### src/zmips_defs.svh
// zmips core parameters
`ifndef ZMIPS_DEFS_SVH
`define ZMIPS_DEFS_SVH

// Data, address and instruction width
`define ZMIPS_XLEN 32

// General purpose registers, register 0 included
`define ZMIPS_NREGS 32

// First fetch address out of reset
`define ZMIPS_RESET_PC 32'h0000_0000

// Byte step between instructions
`define ZMIPS_PC_STEP 32'd4

`endif

### src/zmips_pkg.sv
// zmips shared types
`include "zmips_defs.svh"

package zmips_pkg;

    typedef logic [`ZMIPS_XLEN-1:0] word_t;    // Data, address or instruction
    typedef logic [4:0] reg_addr_t;             // Register number
    typedef logic [4:0] shamt_t;                // Shift amount

    // Instruction format, bits 31:30
    typedef enum logic [1:0] {
        FMT_R        = 2'b00,
        FMT_IMM_LOAD = 2'b01,
        FMT_BRANCH   = 2'b10,
        FMT_JUMP     = 2'b11                    // Decodes as a no-op
    } fmt_e;

    // ALU operation, {op[0], funct[5:3]}; bit 3 picks the shift group
    typedef enum logic [3:0] {
        ALU_AND  = 4'b0000,
        ALU_OR   = 4'b0001,
        ALU_XOR  = 4'b0010,
        ALU_ADD  = 4'b0100,
        ALU_SUB  = 4'b0101,
        ALU_PASS = 4'b1000,                     // Shift group with no shift
        ALU_SLL  = 4'b1001,
        ALU_SRL  = 4'b1010,
        ALU_SRA  = 4'b1011
    } alu_op_e;

    // Source of an execute operand
    typedef enum logic [1:0] {
        FWD_REGFILE   = 2'd0,
        FWD_WRITEBACK = 2'd1,
        FWD_MEMORY    = 2'd2
    } fwd_sel_e;

    typedef struct packed {
        logic z;
        logic c;
        logic n;
    } flags_t;

    typedef struct packed {
        word_t     reg_a;                       // Register file rs value
        word_t     reg_b;                       // Register file rt value
        word_t     immediate;                   // Sign-extended 26-bit field
        reg_addr_t rs;
        reg_addr_t rt;
        reg_addr_t rd;
        alu_op_e   alu_op;
        shamt_t    shamt;
        logic      alu_src;                     // ALU a from the immediate
        logic      mem_rd;
        logic      mem_wr;
        logic      wr_reg;
        flags_t    flag_wr;                     // Flag enables, or forced values
        logic      force_flags;
    } id_ex_t;

    typedef struct packed {
        word_t     alu_result;                  // Also the data address
        word_t     store_data;
        reg_addr_t wb_reg;
        logic      mem_rd;
        logic      mem_wr;
        logic      wr_reg;
    } ex_mem_t;

    typedef struct packed {
        word_t     mem_data;
        word_t     alu_data;
        reg_addr_t wb_reg;
        logic      mem_rd;
        logic      wr_reg;
    } mem_wb_t;

    // Write-back port, also the last forwarding source
    typedef struct packed {
        logic      wr;
        reg_addr_t addr;
        word_t     data;
    } wb_t;

endpackage

### src/zmips.sv
// zmips five-stage core
`timescale 1ns/1ns

module zmips import zmips_pkg::*; (
    input  logic  clk,
    input  logic  rst,
    input  word_t i_data,
    output word_t i_addr,
    input  word_t d_data_i,
    output word_t d_addr,
    output word_t d_data_o,
    output logic  d_wr,
    output logic  d_rd
);

    word_t     if_pc_plus;
    word_t     if_instr;
    word_t     branch_target;
    logic      take_branch;
    logic      branch_flush;
    logic      stall;
    reg_addr_t id_rs;
    reg_addr_t id_rt;
    flags_t    ex_flags;
    fwd_sel_e  rs_sel;
    fwd_sel_e  rt_sel;
    id_ex_t    id_ex;
    ex_mem_t   ex_mem;
    wb_t       wb;

    zmips_fetch u_fetch (
        .clk           (clk),
        .rst           (rst),
        .i_data        (i_data),
        .stall         (stall),
        .flush         (branch_flush),
        .take_branch   (take_branch),
        .branch_target (branch_target),
        .i_addr        (i_addr),
        .if_pc_plus    (if_pc_plus),
        .if_instr      (if_instr)
    );

    zmips_decode u_decode (
        .clk           (clk),
        .rst           (rst),
        .if_pc_plus    (if_pc_plus),
        .if_instr      (if_instr),
        .ex_flags      (ex_flags),
        .stall         (stall),
        .wb            (wb),
        .id_rs         (id_rs),
        .id_rt         (id_rt),
        .id_ex         (id_ex),
        .take_branch   (take_branch),
        .branch_target (branch_target),
        .branch_flush  (branch_flush)
    );

    zmips_execute u_execute (
        .clk      (clk),
        .rst      (rst),
        .id_ex    (id_ex),
        .rs_sel   (rs_sel),
        .rt_sel   (rt_sel),
        .mem_fwd  (ex_mem.alu_result),
        .wb       (wb),
        .ex_flags (ex_flags),
        .ex_mem   (ex_mem)
    );

    zmips_hazard u_hazard (
        .clk          (clk),
        .rst          (rst),
        .id_rs        (id_rs),
        .id_rt        (id_rt),
        .id_ex_rd     (id_ex.rd),
        .id_ex_rs     (id_ex.rs),
        .id_ex_rt     (id_ex.rt),
        .id_ex_mem_rd (id_ex.mem_rd),
        .ex_mem_reg   (ex_mem.wb_reg),
        .mem_wb_reg   (wb.addr),
        .ex_mem_wr    (ex_mem.wr_reg),
        .mem_wb_wr    (wb.wr),
        .stall        (stall),
        .rs_sel       (rs_sel),
        .rt_sel       (rt_sel)
    );

    zmips_writeback u_writeback (
        .clk      (clk),
        .rst      (rst),
        .ex_mem   (ex_mem),
        .d_data_i (d_data_i),
        .wb       (wb)
    );

    // Data port straight off EX/MEM
    assign d_addr   = ex_mem.alu_result;
    assign d_data_o = ex_mem.store_data;
    assign d_wr     = ex_mem.mem_wr;
    assign d_rd     = ex_mem.mem_rd;

endmodule

### src/zmips_alu.sv
// Integer ALU with barrel shifter
`timescale 1ns/1ns

module zmips_alu import zmips_pkg::*; (
    input  word_t   a,
    input  word_t   b,
    input  alu_op_e op,
    input  shamt_t  shamt,
    input  logic    cin,                        // Inverted borrow for SUB
    output word_t   result,
    output logic    zero,
    output logic    carry
);

    always_comb
    begin
        result = '0;
        carry  = 1'b0;                          // Cleared unless add or subtract
        case (op)
            ALU_AND:  result = a & b;
            ALU_OR:   result = a | b;
            ALU_XOR:  result = a ^ b;
            ALU_ADD:  {carry, result} = {1'b0, a} + {1'b0, b};
            ALU_SUB:  {carry, result} = {1'b0, a} + {1'b0, ~b} + cin;
            ALU_PASS: result = a;               // Immediate load path
            ALU_SLL:  result = a << shamt;
            ALU_SRL:  result = a >> shamt;
            ALU_SRA:  result = $signed(a) >>> shamt;
            default:  result = '0;
        endcase
    end

    assign zero = (result == '0);

endmodule

### src/zmips_decode.sv
// Instruction decode stage
`timescale 1ns/1ns

module zmips_decode import zmips_pkg::*; (
    input  logic      clk,
    input  logic      rst,
    input  word_t     if_pc_plus,
    input  word_t     if_instr,
    input  flags_t    ex_flags,                 // Already forwarded from execute
    input  logic      stall,
    input  wb_t       wb,
    output reg_addr_t id_rs,
    output reg_addr_t id_rt,
    output id_ex_t    id_ex,
    output logic      take_branch,
    output word_t     branch_target,
    output logic      branch_flush
);

    logic [3:0] op;                             // Bits 29:26 below the format
    logic [5:0] funct;
    logic [1:0] cc;
    fmt_e       fmt;
    word_t      imm_se;
    word_t      rs_data;
    word_t      rt_data;
    logic       is_r;
    logic       is_imm;
    logic       is_branch;
    logic       flag_hit;
    id_ex_t     id_ex_d;

    assign fmt   = fmt_e'(if_instr[31:30]);
    assign op    = if_instr[29:26];
    assign cc    = if_instr[27:26];
    assign id_rs = if_instr[25:21];
    assign id_rt = if_instr[20:16];
    assign funct = if_instr[5:0];
    assign imm_se = {{($bits(word_t) - 26){if_instr[25]}}, if_instr[25:0]};

    // Register jump (funct all ones) and J-format fall out as no-ops
    assign is_r      = (fmt == FMT_R) && !(&funct);
    assign is_imm    = (fmt == FMT_IMM_LOAD);
    assign is_branch = (fmt == FMT_BRANCH);

    zmips_regfile u_regfile (
        .clk     (clk),
        .rst     (rst),
        .rs      (id_rs),
        .rt      (id_rt),
        .wb      (wb),
        .rs_data (rs_data),
        .rt_data (rt_data)
    );

    // Bit 29 picks branch on set or on clear
    always_comb
    begin
        case (cc)
            2'b00:   flag_hit = ex_flags.z ~^ if_instr[29];
            2'b01:   flag_hit = ex_flags.c ~^ if_instr[29];
            2'b10:   flag_hit = ex_flags.n ~^ if_instr[29];
            default: flag_hit = 1'b1;           // Always
        endcase
    end

    assign take_branch   = is_branch & flag_hit;
    assign branch_target = if_pc_plus + (imm_se << 2);
    assign branch_flush  = is_branch;           // One bubble per branch

    always_comb
    begin
        id_ex_d.reg_a       = rs_data;
        id_ex_d.reg_b       = rt_data;
        id_ex_d.immediate   = imm_se;
        id_ex_d.rs          = id_rs;
        id_ex_d.rt          = id_rt;
        id_ex_d.rd          = is_imm ? '0 : if_instr[15:11];   // Immediate goes to r0
        id_ex_d.alu_op      = is_imm ? ALU_PASS : alu_op_e'({op[0], funct[5:3]});
        id_ex_d.shamt       = if_instr[10:6];
        id_ex_d.alu_src     = is_imm;
        id_ex_d.mem_rd      = is_r & op[3] & op[2];            // Load
        id_ex_d.mem_wr      = is_r & op[3] & ~op[2];           // Store
        id_ex_d.wr_reg      = is_imm | (is_r & op[2]);
        id_ex_d.flag_wr     = is_r ? flags_t'(funct[2:0]) : '0;
        id_ex_d.force_flags = is_r & op[1];

        // Stall, branch or no-op leaves a bubble behind
        if (stall || !(is_r || is_imm))
        begin
            id_ex_d.alu_src     = 1'b0;
            id_ex_d.mem_rd      = 1'b0;
            id_ex_d.mem_wr      = 1'b0;
            id_ex_d.wr_reg      = 1'b0;
            id_ex_d.flag_wr     = '0;
            id_ex_d.force_flags = 1'b0;
        end
    end

    // ID/EX register, control bits cleared by reset
    always_ff @(posedge clk)
    begin
        id_ex <= id_ex_d;
        if (rst)
        begin
            id_ex.alu_src     <= 1'b0;
            id_ex.mem_rd      <= 1'b0;
            id_ex.mem_wr      <= 1'b0;
            id_ex.wr_reg      <= 1'b0;
            id_ex.flag_wr     <= '0;
            id_ex.force_flags <= 1'b0;
        end
    end

endmodule

### src/zmips_execute.sv
// Execute stage with flag registers
`timescale 1ns/1ns

module zmips_execute import zmips_pkg::*; (
    input  logic     clk,
    input  logic     rst,
    input  id_ex_t   id_ex,
    input  fwd_sel_e rs_sel,
    input  fwd_sel_e rt_sel,
    input  word_t    mem_fwd,                   // EX/MEM ALU result
    input  wb_t      wb,
    output flags_t   ex_flags,                  // Next flag state, seen by a branch in decode
    output ex_mem_t  ex_mem
);

    flags_t flags_q;
    flags_t alu_flags;
    flags_t new_flags;
    flags_t flag_en;
    word_t  op_a;
    word_t  op_b;
    word_t  alu_a;
    word_t  alu_result;
    logic   alu_zero;
    logic   alu_carry;
    logic   cin;

    function automatic word_t fwd_operand(input fwd_sel_e sel, input word_t rf_val);
        case (sel)
            FWD_MEMORY:    return mem_fwd;
            FWD_WRITEBACK: return wb.data;
            default:       return rf_val;
        endcase
    endfunction

    always_comb
    begin
        op_a  = fwd_operand(rs_sel, id_ex.reg_a);
        op_b  = fwd_operand(rt_sel, id_ex.reg_b);   // Also the store data
        alu_a = id_ex.alu_src ? id_ex.immediate : op_a;
    end

    assign cin = !id_ex.wr_reg | flags_q.c;     // Compare subtracts with no borrow

    zmips_alu u_alu (
        .a      (alu_a),
        .b      (op_b),
        .op     (id_ex.alu_op),
        .shamt  (id_ex.shamt),
        .cin    (cin),
        .result (alu_result),
        .zero   (alu_zero),
        .carry  (alu_carry)
    );

    always_comb
    begin
        alu_flags = '{z: alu_zero, c: alu_carry, n: alu_result[$bits(word_t)-1]};
        new_flags = id_ex.force_flags ? id_ex.flag_wr : alu_flags;
        flag_en   = id_ex.flag_wr | {3{id_ex.force_flags}};
        ex_flags  = (new_flags & flag_en) | (flags_q & ~flag_en);   // Per-flag enable
    end

    always_ff @(posedge clk)
    begin
        if (rst)
            flags_q <= '0;
        else
            flags_q <= ex_flags;
    end

    // EX/MEM register
    always_ff @(posedge clk)
    begin
        ex_mem.alu_result <= alu_result;
        ex_mem.store_data <= op_b;
        ex_mem.wb_reg     <= id_ex.rd;
        ex_mem.mem_rd     <= id_ex.mem_rd & !rst;
        ex_mem.mem_wr     <= id_ex.mem_wr & !rst;
        ex_mem.wr_reg     <= id_ex.wr_reg & !rst;
    end

    // Decode never issues a load and a store at once
    a_rd_wr_excl: assert property (@(posedge clk) disable iff (rst)
        !(ex_mem.mem_rd && ex_mem.mem_wr));

endmodule

### src/zmips_fetch.sv
// Instruction fetch stage
`timescale 1ns/1ns
`include "zmips_defs.svh"

module zmips_fetch import zmips_pkg::*; (
    input  logic  clk,
    input  logic  rst,
    input  word_t i_data,
    input  logic  stall,                        // Load-use hold
    input  logic  flush,                        // Branch in decode
    input  logic  take_branch,
    input  word_t branch_target,
    output word_t i_addr,
    output word_t if_pc_plus,
    output word_t if_instr
);

    word_t pc;
    word_t pc_next;

    assign i_addr = pc;                         // Combinational instruction read

    always_comb
    begin
        if (take_branch)
            pc_next = branch_target;
        else if (flush)
            pc_next = if_pc_plus;               // Not taken, refetch the slot behind the branch
        else
            pc_next = pc + `ZMIPS_PC_STEP;
    end

    always_ff @(posedge clk)
    begin
        if (rst)
        begin
            pc       <= `ZMIPS_RESET_PC;
            if_instr <= '0;                     // NOP
        end
        else if (!stall)
        begin
            pc       <= pc_next;
            if_instr <= flush ? '0 : i_data;    // Kill the slot after a branch
        end
    end

    // Return address of the fetched word
    always_ff @(posedge clk)
    begin
        if (!stall)
            if_pc_plus <= pc + `ZMIPS_PC_STEP;
    end

    // Branch targets from decode keep the PC on a word boundary
    a_pc_aligned: assert property (@(posedge clk) disable iff (rst) pc[1:0] == 2'b00);

endmodule

### src/zmips_hazard.sv
// Load-use stall and operand forwarding
`timescale 1ns/1ns

module zmips_hazard import zmips_pkg::*; (
    input  logic      clk,
    input  logic      rst,
    input  reg_addr_t id_rs,
    input  reg_addr_t id_rt,
    input  reg_addr_t id_ex_rd,
    input  reg_addr_t id_ex_rs,
    input  reg_addr_t id_ex_rt,
    input  logic      id_ex_mem_rd,
    input  reg_addr_t ex_mem_reg,
    input  reg_addr_t mem_wb_reg,
    input  logic      ex_mem_wr,
    input  logic      mem_wb_wr,
    output logic      stall,
    output fwd_sel_e  rs_sel,
    output fwd_sel_e  rt_sel
);

    // Youngest producer wins
    function automatic fwd_sel_e fwd_pick(input reg_addr_t src);
        if (ex_mem_wr && ex_mem_reg == src)
            return FWD_MEMORY;
        else if (mem_wb_wr && mem_wb_reg == src)
            return FWD_WRITEBACK;
        else
            return FWD_REGFILE;
    endfunction

    // Load in execute feeding decode
    assign stall = id_ex_mem_rd && (id_ex_rd == id_rs || id_ex_rd == id_rt);

    always_comb
    begin
        rs_sel = fwd_pick(id_ex_rs);
        rt_sel = fwd_pick(id_ex_rt);
    end

    // The bubble behind a stall carries no load
    a_single_stall: assert property (@(posedge clk) disable iff (rst) stall |=> !stall);

endmodule

### src/zmips_regfile.sv
// General purpose register file
`timescale 1ns/1ns
`include "zmips_defs.svh"

module zmips_regfile import zmips_pkg::*; (
    input  logic      clk,
    input  logic      rst,
    input  reg_addr_t rs,
    input  reg_addr_t rt,
    input  wb_t       wb,
    output word_t     rs_data,
    output word_t     rt_data
);

    word_t regs [`ZMIPS_NREGS];                 // Register 0 is an ordinary register

    always_ff @(posedge clk)
    begin
        if (!rst && wb.wr)                      // Writes ignored while in reset
            regs[wb.addr] <= wb.data;
    end

    // Same-cycle write shows through, so decode never reads a stale value
    assign rs_data = (wb.wr && wb.addr == rs) ? wb.data : regs[rs];
    assign rt_data = (wb.wr && wb.addr == rt) ? wb.data : regs[rt];

endmodule

### src/zmips_writeback.sv
// Memory to write-back stage
`timescale 1ns/1ns

module zmips_writeback import zmips_pkg::*; (
    input  logic    clk,
    input  logic    rst,
    input  ex_mem_t ex_mem,
    input  word_t   d_data_i,                   // Load data, same cycle as d_rd
    output wb_t     wb
);

    mem_wb_t mem_wb;

    always_ff @(posedge clk)
    begin
        mem_wb.mem_data <= d_data_i;
        mem_wb.alu_data <= ex_mem.alu_result;
        mem_wb.wb_reg   <= ex_mem.wb_reg;
        if (rst)
        begin
            mem_wb.mem_rd <= 1'b0;
            mem_wb.wr_reg <= 1'b0;
        end
        else
        begin
            mem_wb.mem_rd <= ex_mem.mem_rd;
            mem_wb.wr_reg <= ex_mem.wr_reg;
        end
    end

    assign wb = '{
        wr:   mem_wb.wr_reg,
        addr: mem_wb.wb_reg,
        data: mem_wb.mem_rd ? mem_wb.mem_data : mem_wb.alu_data
    };

    // A write needs a known destination from decode
    a_wb_addr_known: assert property (@(posedge clk) disable iff (rst)
        mem_wb.wr_reg |-> !$isunknown(mem_wb.wb_reg));

endmodule
### config.mk
export PLATFORM = sky130hd
export DESIGN_NAME = zmips
export DESIGN_NICKNAME = d
export VERILOG_FILES = /design/src/zmips_pkg.sv /design/src/zmips.sv /design/src/zmips_alu.sv /design/src/zmips_decode.sv /design/src/zmips_execute.sv /design/src/zmips_fetch.sv /design/src/zmips_hazard.sv /design/src/zmips_regfile.sv /design/src/zmips_writeback.sv
export VERILOG_INCLUDE_DIRS = /design/src
export SDC_FILE = /design/constraint.sdc
export NUM_CORES = 2
export LEC_CHECK = 0
export BUFFER_PORTS_ARGS = -buffer_cell sky130_fd_sc_hd__buf_4
export CAP_MARGIN = 20
export CORE_MARGIN = 1
export CORE_UTILIZATION = 40
export CTS_CLUSTER_SIZE = 16
export DETAILED_ROUTE_END_ITERATION = 6
export PLACE_DENSITY_LB_ADDON = 0.12
export REMOVE_ABC_BUFFERS = 1
export SETUP_SLACK_MARGIN = 0.02
export SLEW_MARGIN = 15
export SYNTH_ARGS = -nofsm -noshare
export SYNTH_HDL_FRONTEND = slang
export SYNTH_SLANG_ARGS = --single-unit
### constraint.sdc
create_clock -name clk -period 8.65 [get_ports clk]
set_clock_uncertainty 0.15 [all_clocks]
set_input_delay 1.73 -clock clk [delete_from_list [all_inputs] [get_ports clk]]
set_output_delay 1.73 -clock clk [all_outputs]
set_load 0.01 [all_outputs]
==> metrics.md <==
| Metric | Value |
|---|---|
| Status | finished clean |
| Row cnt | 154 |
| DR WL/cell | 37.7 um |
| Cell count after synthesis | 5127 |
| Yosys warns | 0 |
| First-pass GRT wire length | 404000 um |
| Most used cell, CP | buf_4 |
| Final setup violation count | 0 |
| H-Tree Depth | 4 |
| Number of flip-flops in the largest register | 1024 |
| CP Class | flip-flop to flip-flop |
| RSZ-0062 raised after global routing | no |
| Antenna violations before repair | 18 |
| Clock transition at path regs | 0.06 ns |
| CP max stage cell | dfxtp_1 |
| Mapped cell area | 71700 um2 |
| Post-Layout Cell Count | 7768 |
| Filler Cell Count | 15603 |
| Tmin final | 8.50 ns |
| Share of the synthesized area in the top cell type | 44.3% |
| Clock Latency Late Sink | 0.84 ns |
| Leak | 27.3 nW |
| Synth Flop Type | edfxtp_1 |
| Fin. Hold Viols | 0 |
| Register area share after synthesis | 53.4% |
| Final Core Density | 46.2% |
| Vias | 50614 |
| Routability cong. | 1.11 |
| P_int | 0.0131 W |
| Initial Util | 40.5% |
| Top-count cell post-synth | edfxtp_1 |
| Largest net degree at the start of global routing | 96 |
| VDD IR-drop max | 0.162 mV |
| Final Cycle Share | 98.3% |
| Worst Path Required | 9.19 ns |
| Share of post-route cells with drive strength above 1 | 26.8% |
| DRT antenna net count | 0 |
| GRT Total Usage | 32.1% |
| Commonest cells post-synth | edfxtp_1, mux4_2, dfxtp_1 |
| Synthesis-to-layout area growth | 14.1% |
| Worst min path class | flip-flop to flip-flop |
| Pwr Density | 238 nW/um2 |
| Switching power total | 0.00637 W |
| Root Buffer | clkbuf_16 |
| TritonCTS clock tree | done |
| Layout net count | 5487 |
| Detailed Route WL | 293000 um |
| Dominant cell type by area after synthesis | edfxtp_1 |
| Sequential power share | 42.9% |
| Clock group share of total power | 33.8% |
| Least-Margin Pin Slew | 1.14 ns |
| Pins Over Slew Limit | 0 |
| Die X | 425 um |
| Switching part of the total | 32.7% |
| CTS buffer count | 154 |
| Synth cell types | 96 |
| Mapped Avg Cell Area | 14.0 um2 |
| CP startpoint kind | flip-flop |
| Logic pwr share | 23.3% |
| Placed instance count | 7463 |
| Slew HR | 23.8% |
| Iteration-0 DRC count of the detailed router | 6579 |
| Post-synth EDFFs | 1056 |
| Worst Setup End Kind | flip-flop |
| FFs w/ async S/R, synth | 0% |
| Num Clock Sinks | 1383 |
| Grt ovf | 0 |
| Die H | 425 um |
| Fmax | 118 MHz |
| Dpl hpwl | 197000 um |
| Max Root-Sink Buffers | 3 |
| DRC | 0 |
| Area contributors post-synth | edfxtp_1, mux4_2, dfxtp_1 |
| FF+latch count, synth | 1383 |
| Core outline area | 177000 um2 |
| Crit path DAT | 9.04 ns |
| Max cap viols | 0 |
| Pre-Repair DR Iteration Count | 6 |
| Vias in the first global route | 49698 |
| Total die area | 181000 um2 |
| IO buf count | 163 |
| CP max FO | 31 |
| I/O Pins | 164 |
| Vias/cell | 6.52 |
| CP max stage delay | 0.63 ns |
## power groups by stage
stage | logic [W] | clock network (W) | registers, W
after floorplan | 0.00239 | 0 | 0.00837
after global placement | 0.00435 | 0 | 0.00848
after detailed placement | 0.00434 | 0 | 0.00847
after CTS | 0.00435 | 0.00668 | 0.00834
after global routing | 0.00472 | 0.00693 | 0.00835
final | 0.00454 | 0.00658 | 0.00834
## per-stage QoR
step                TNS (ns)  worst slack (ns)  total power (W)  hold WS (ns)  instance area [um2]
floorplan            -236.57             -3.67           0.0108         0.205                69700
global placement           0            0.0161           0.0128         0.240                76500
detailed placement   -0.0176           -0.0137           0.0128         0.238                76500
CTS                        0             0.122           0.0194         0.237                81500
global route               0            0.0607           0.0200         0.250                81700
finish                     0             0.147           0.0195         0.241                81800
## layout by cell type, fill, tap and decap left out, types with 40 or more instances in the layout
cell and count:
mux2i_1 91, xnor2_1 45, inv_1 151, clkbuf_16 157, nand3_1 127, xor2_1 53, mux4_2 646, nor2_1 211
buf_4 425, edfxtp_1 1056, dfxtp_1 310, and2_1 44, o21ai_0 217, nor3_1 95, nor2b_1 58, nand2_1 277
a21oi_1 248, a211oi_1 75, ha_1 132, nand2b_1 40
## worst max-delay path, delay by kind of cell, from the launching register on
kind / cells / cell delay [ns]
fa+ha+maj: 1 / 0.39
flops: 1 / 0.63
xor+xnor: 1 / 0.19
simple gates: 10 / 3.21
compound gates: 10 / 2.68
buf+inv: 5 / 1.07
## final timing paths
path / start / end / slack (ns) / depth (start not counted)
setup / recovery: u_writeback.wb[36]$_DFF_P_ / u_fetch.i_addr[16]$_SDFFE_PP0N_ / 0.15 / 27
hold / removal: u_execute.ex_mem[5]$_DFF_P_ / u_writeback.wb[34]$_DFF_P_ / 0.24 / 0
setup reg to reg: u_writeback.wb[36]$_DFF_P_ / u_fetch.i_addr[16]$_SDFFE_PP0N_ / 0.15 / 27
hold reg to reg: u_execute.ex_mem[5]$_DFF_P_ / u_writeback.wb[34]$_DFF_P_ / 0.24 / 0
## area by class of cell
class / instances / area, um2 / area share, %
Timing Repair Buffer: 449 / 3680 / 4.50
Sequential cell: 1383 / 38300 / 46.9
Clock inverter: 74 / 776 / 0.949
Multi-Input combinational cell: 3142 / 31200 / 38.2
Tap cell: 2340 / 2930 / 3.58
Clock buffer: 206 / 4250 / 5.20
Inverter: 155 / 582 / 0.712
Antenna cell: 19 / 47.5 / 0.0582
## repair_timing
item                                    4_1_cts  5_1_grt
gates resized for setup                       2       10
buffers inserted                              0        0
endpoints found under the setup margin       10       30
hold buffers                                  0        0
gates cloned                                  0        0
## logic make-up after synthesis
group	Yosys count	synth area share, %
AOI/OAI and AO/OA	1095	10.3
buffers and inverters	602	3.58
xor gates and xnor gates	99	1.22
DFF	1383	53.4
adders and majority gates	136	2.42
muxes	758	21.9
and+or+nand+nor	1054	7.16
## metal layers
metal	GRT usage, %	up-vias	routed length [um]
met5	0	-	109
met2	50.2	2604	135000
met4	16.9	12	17500
li1	-	20924	-
met1	42.4	26468	117000
met3	6.23	606	23300
Note: power is estimated with default switching activity, not from simulation.
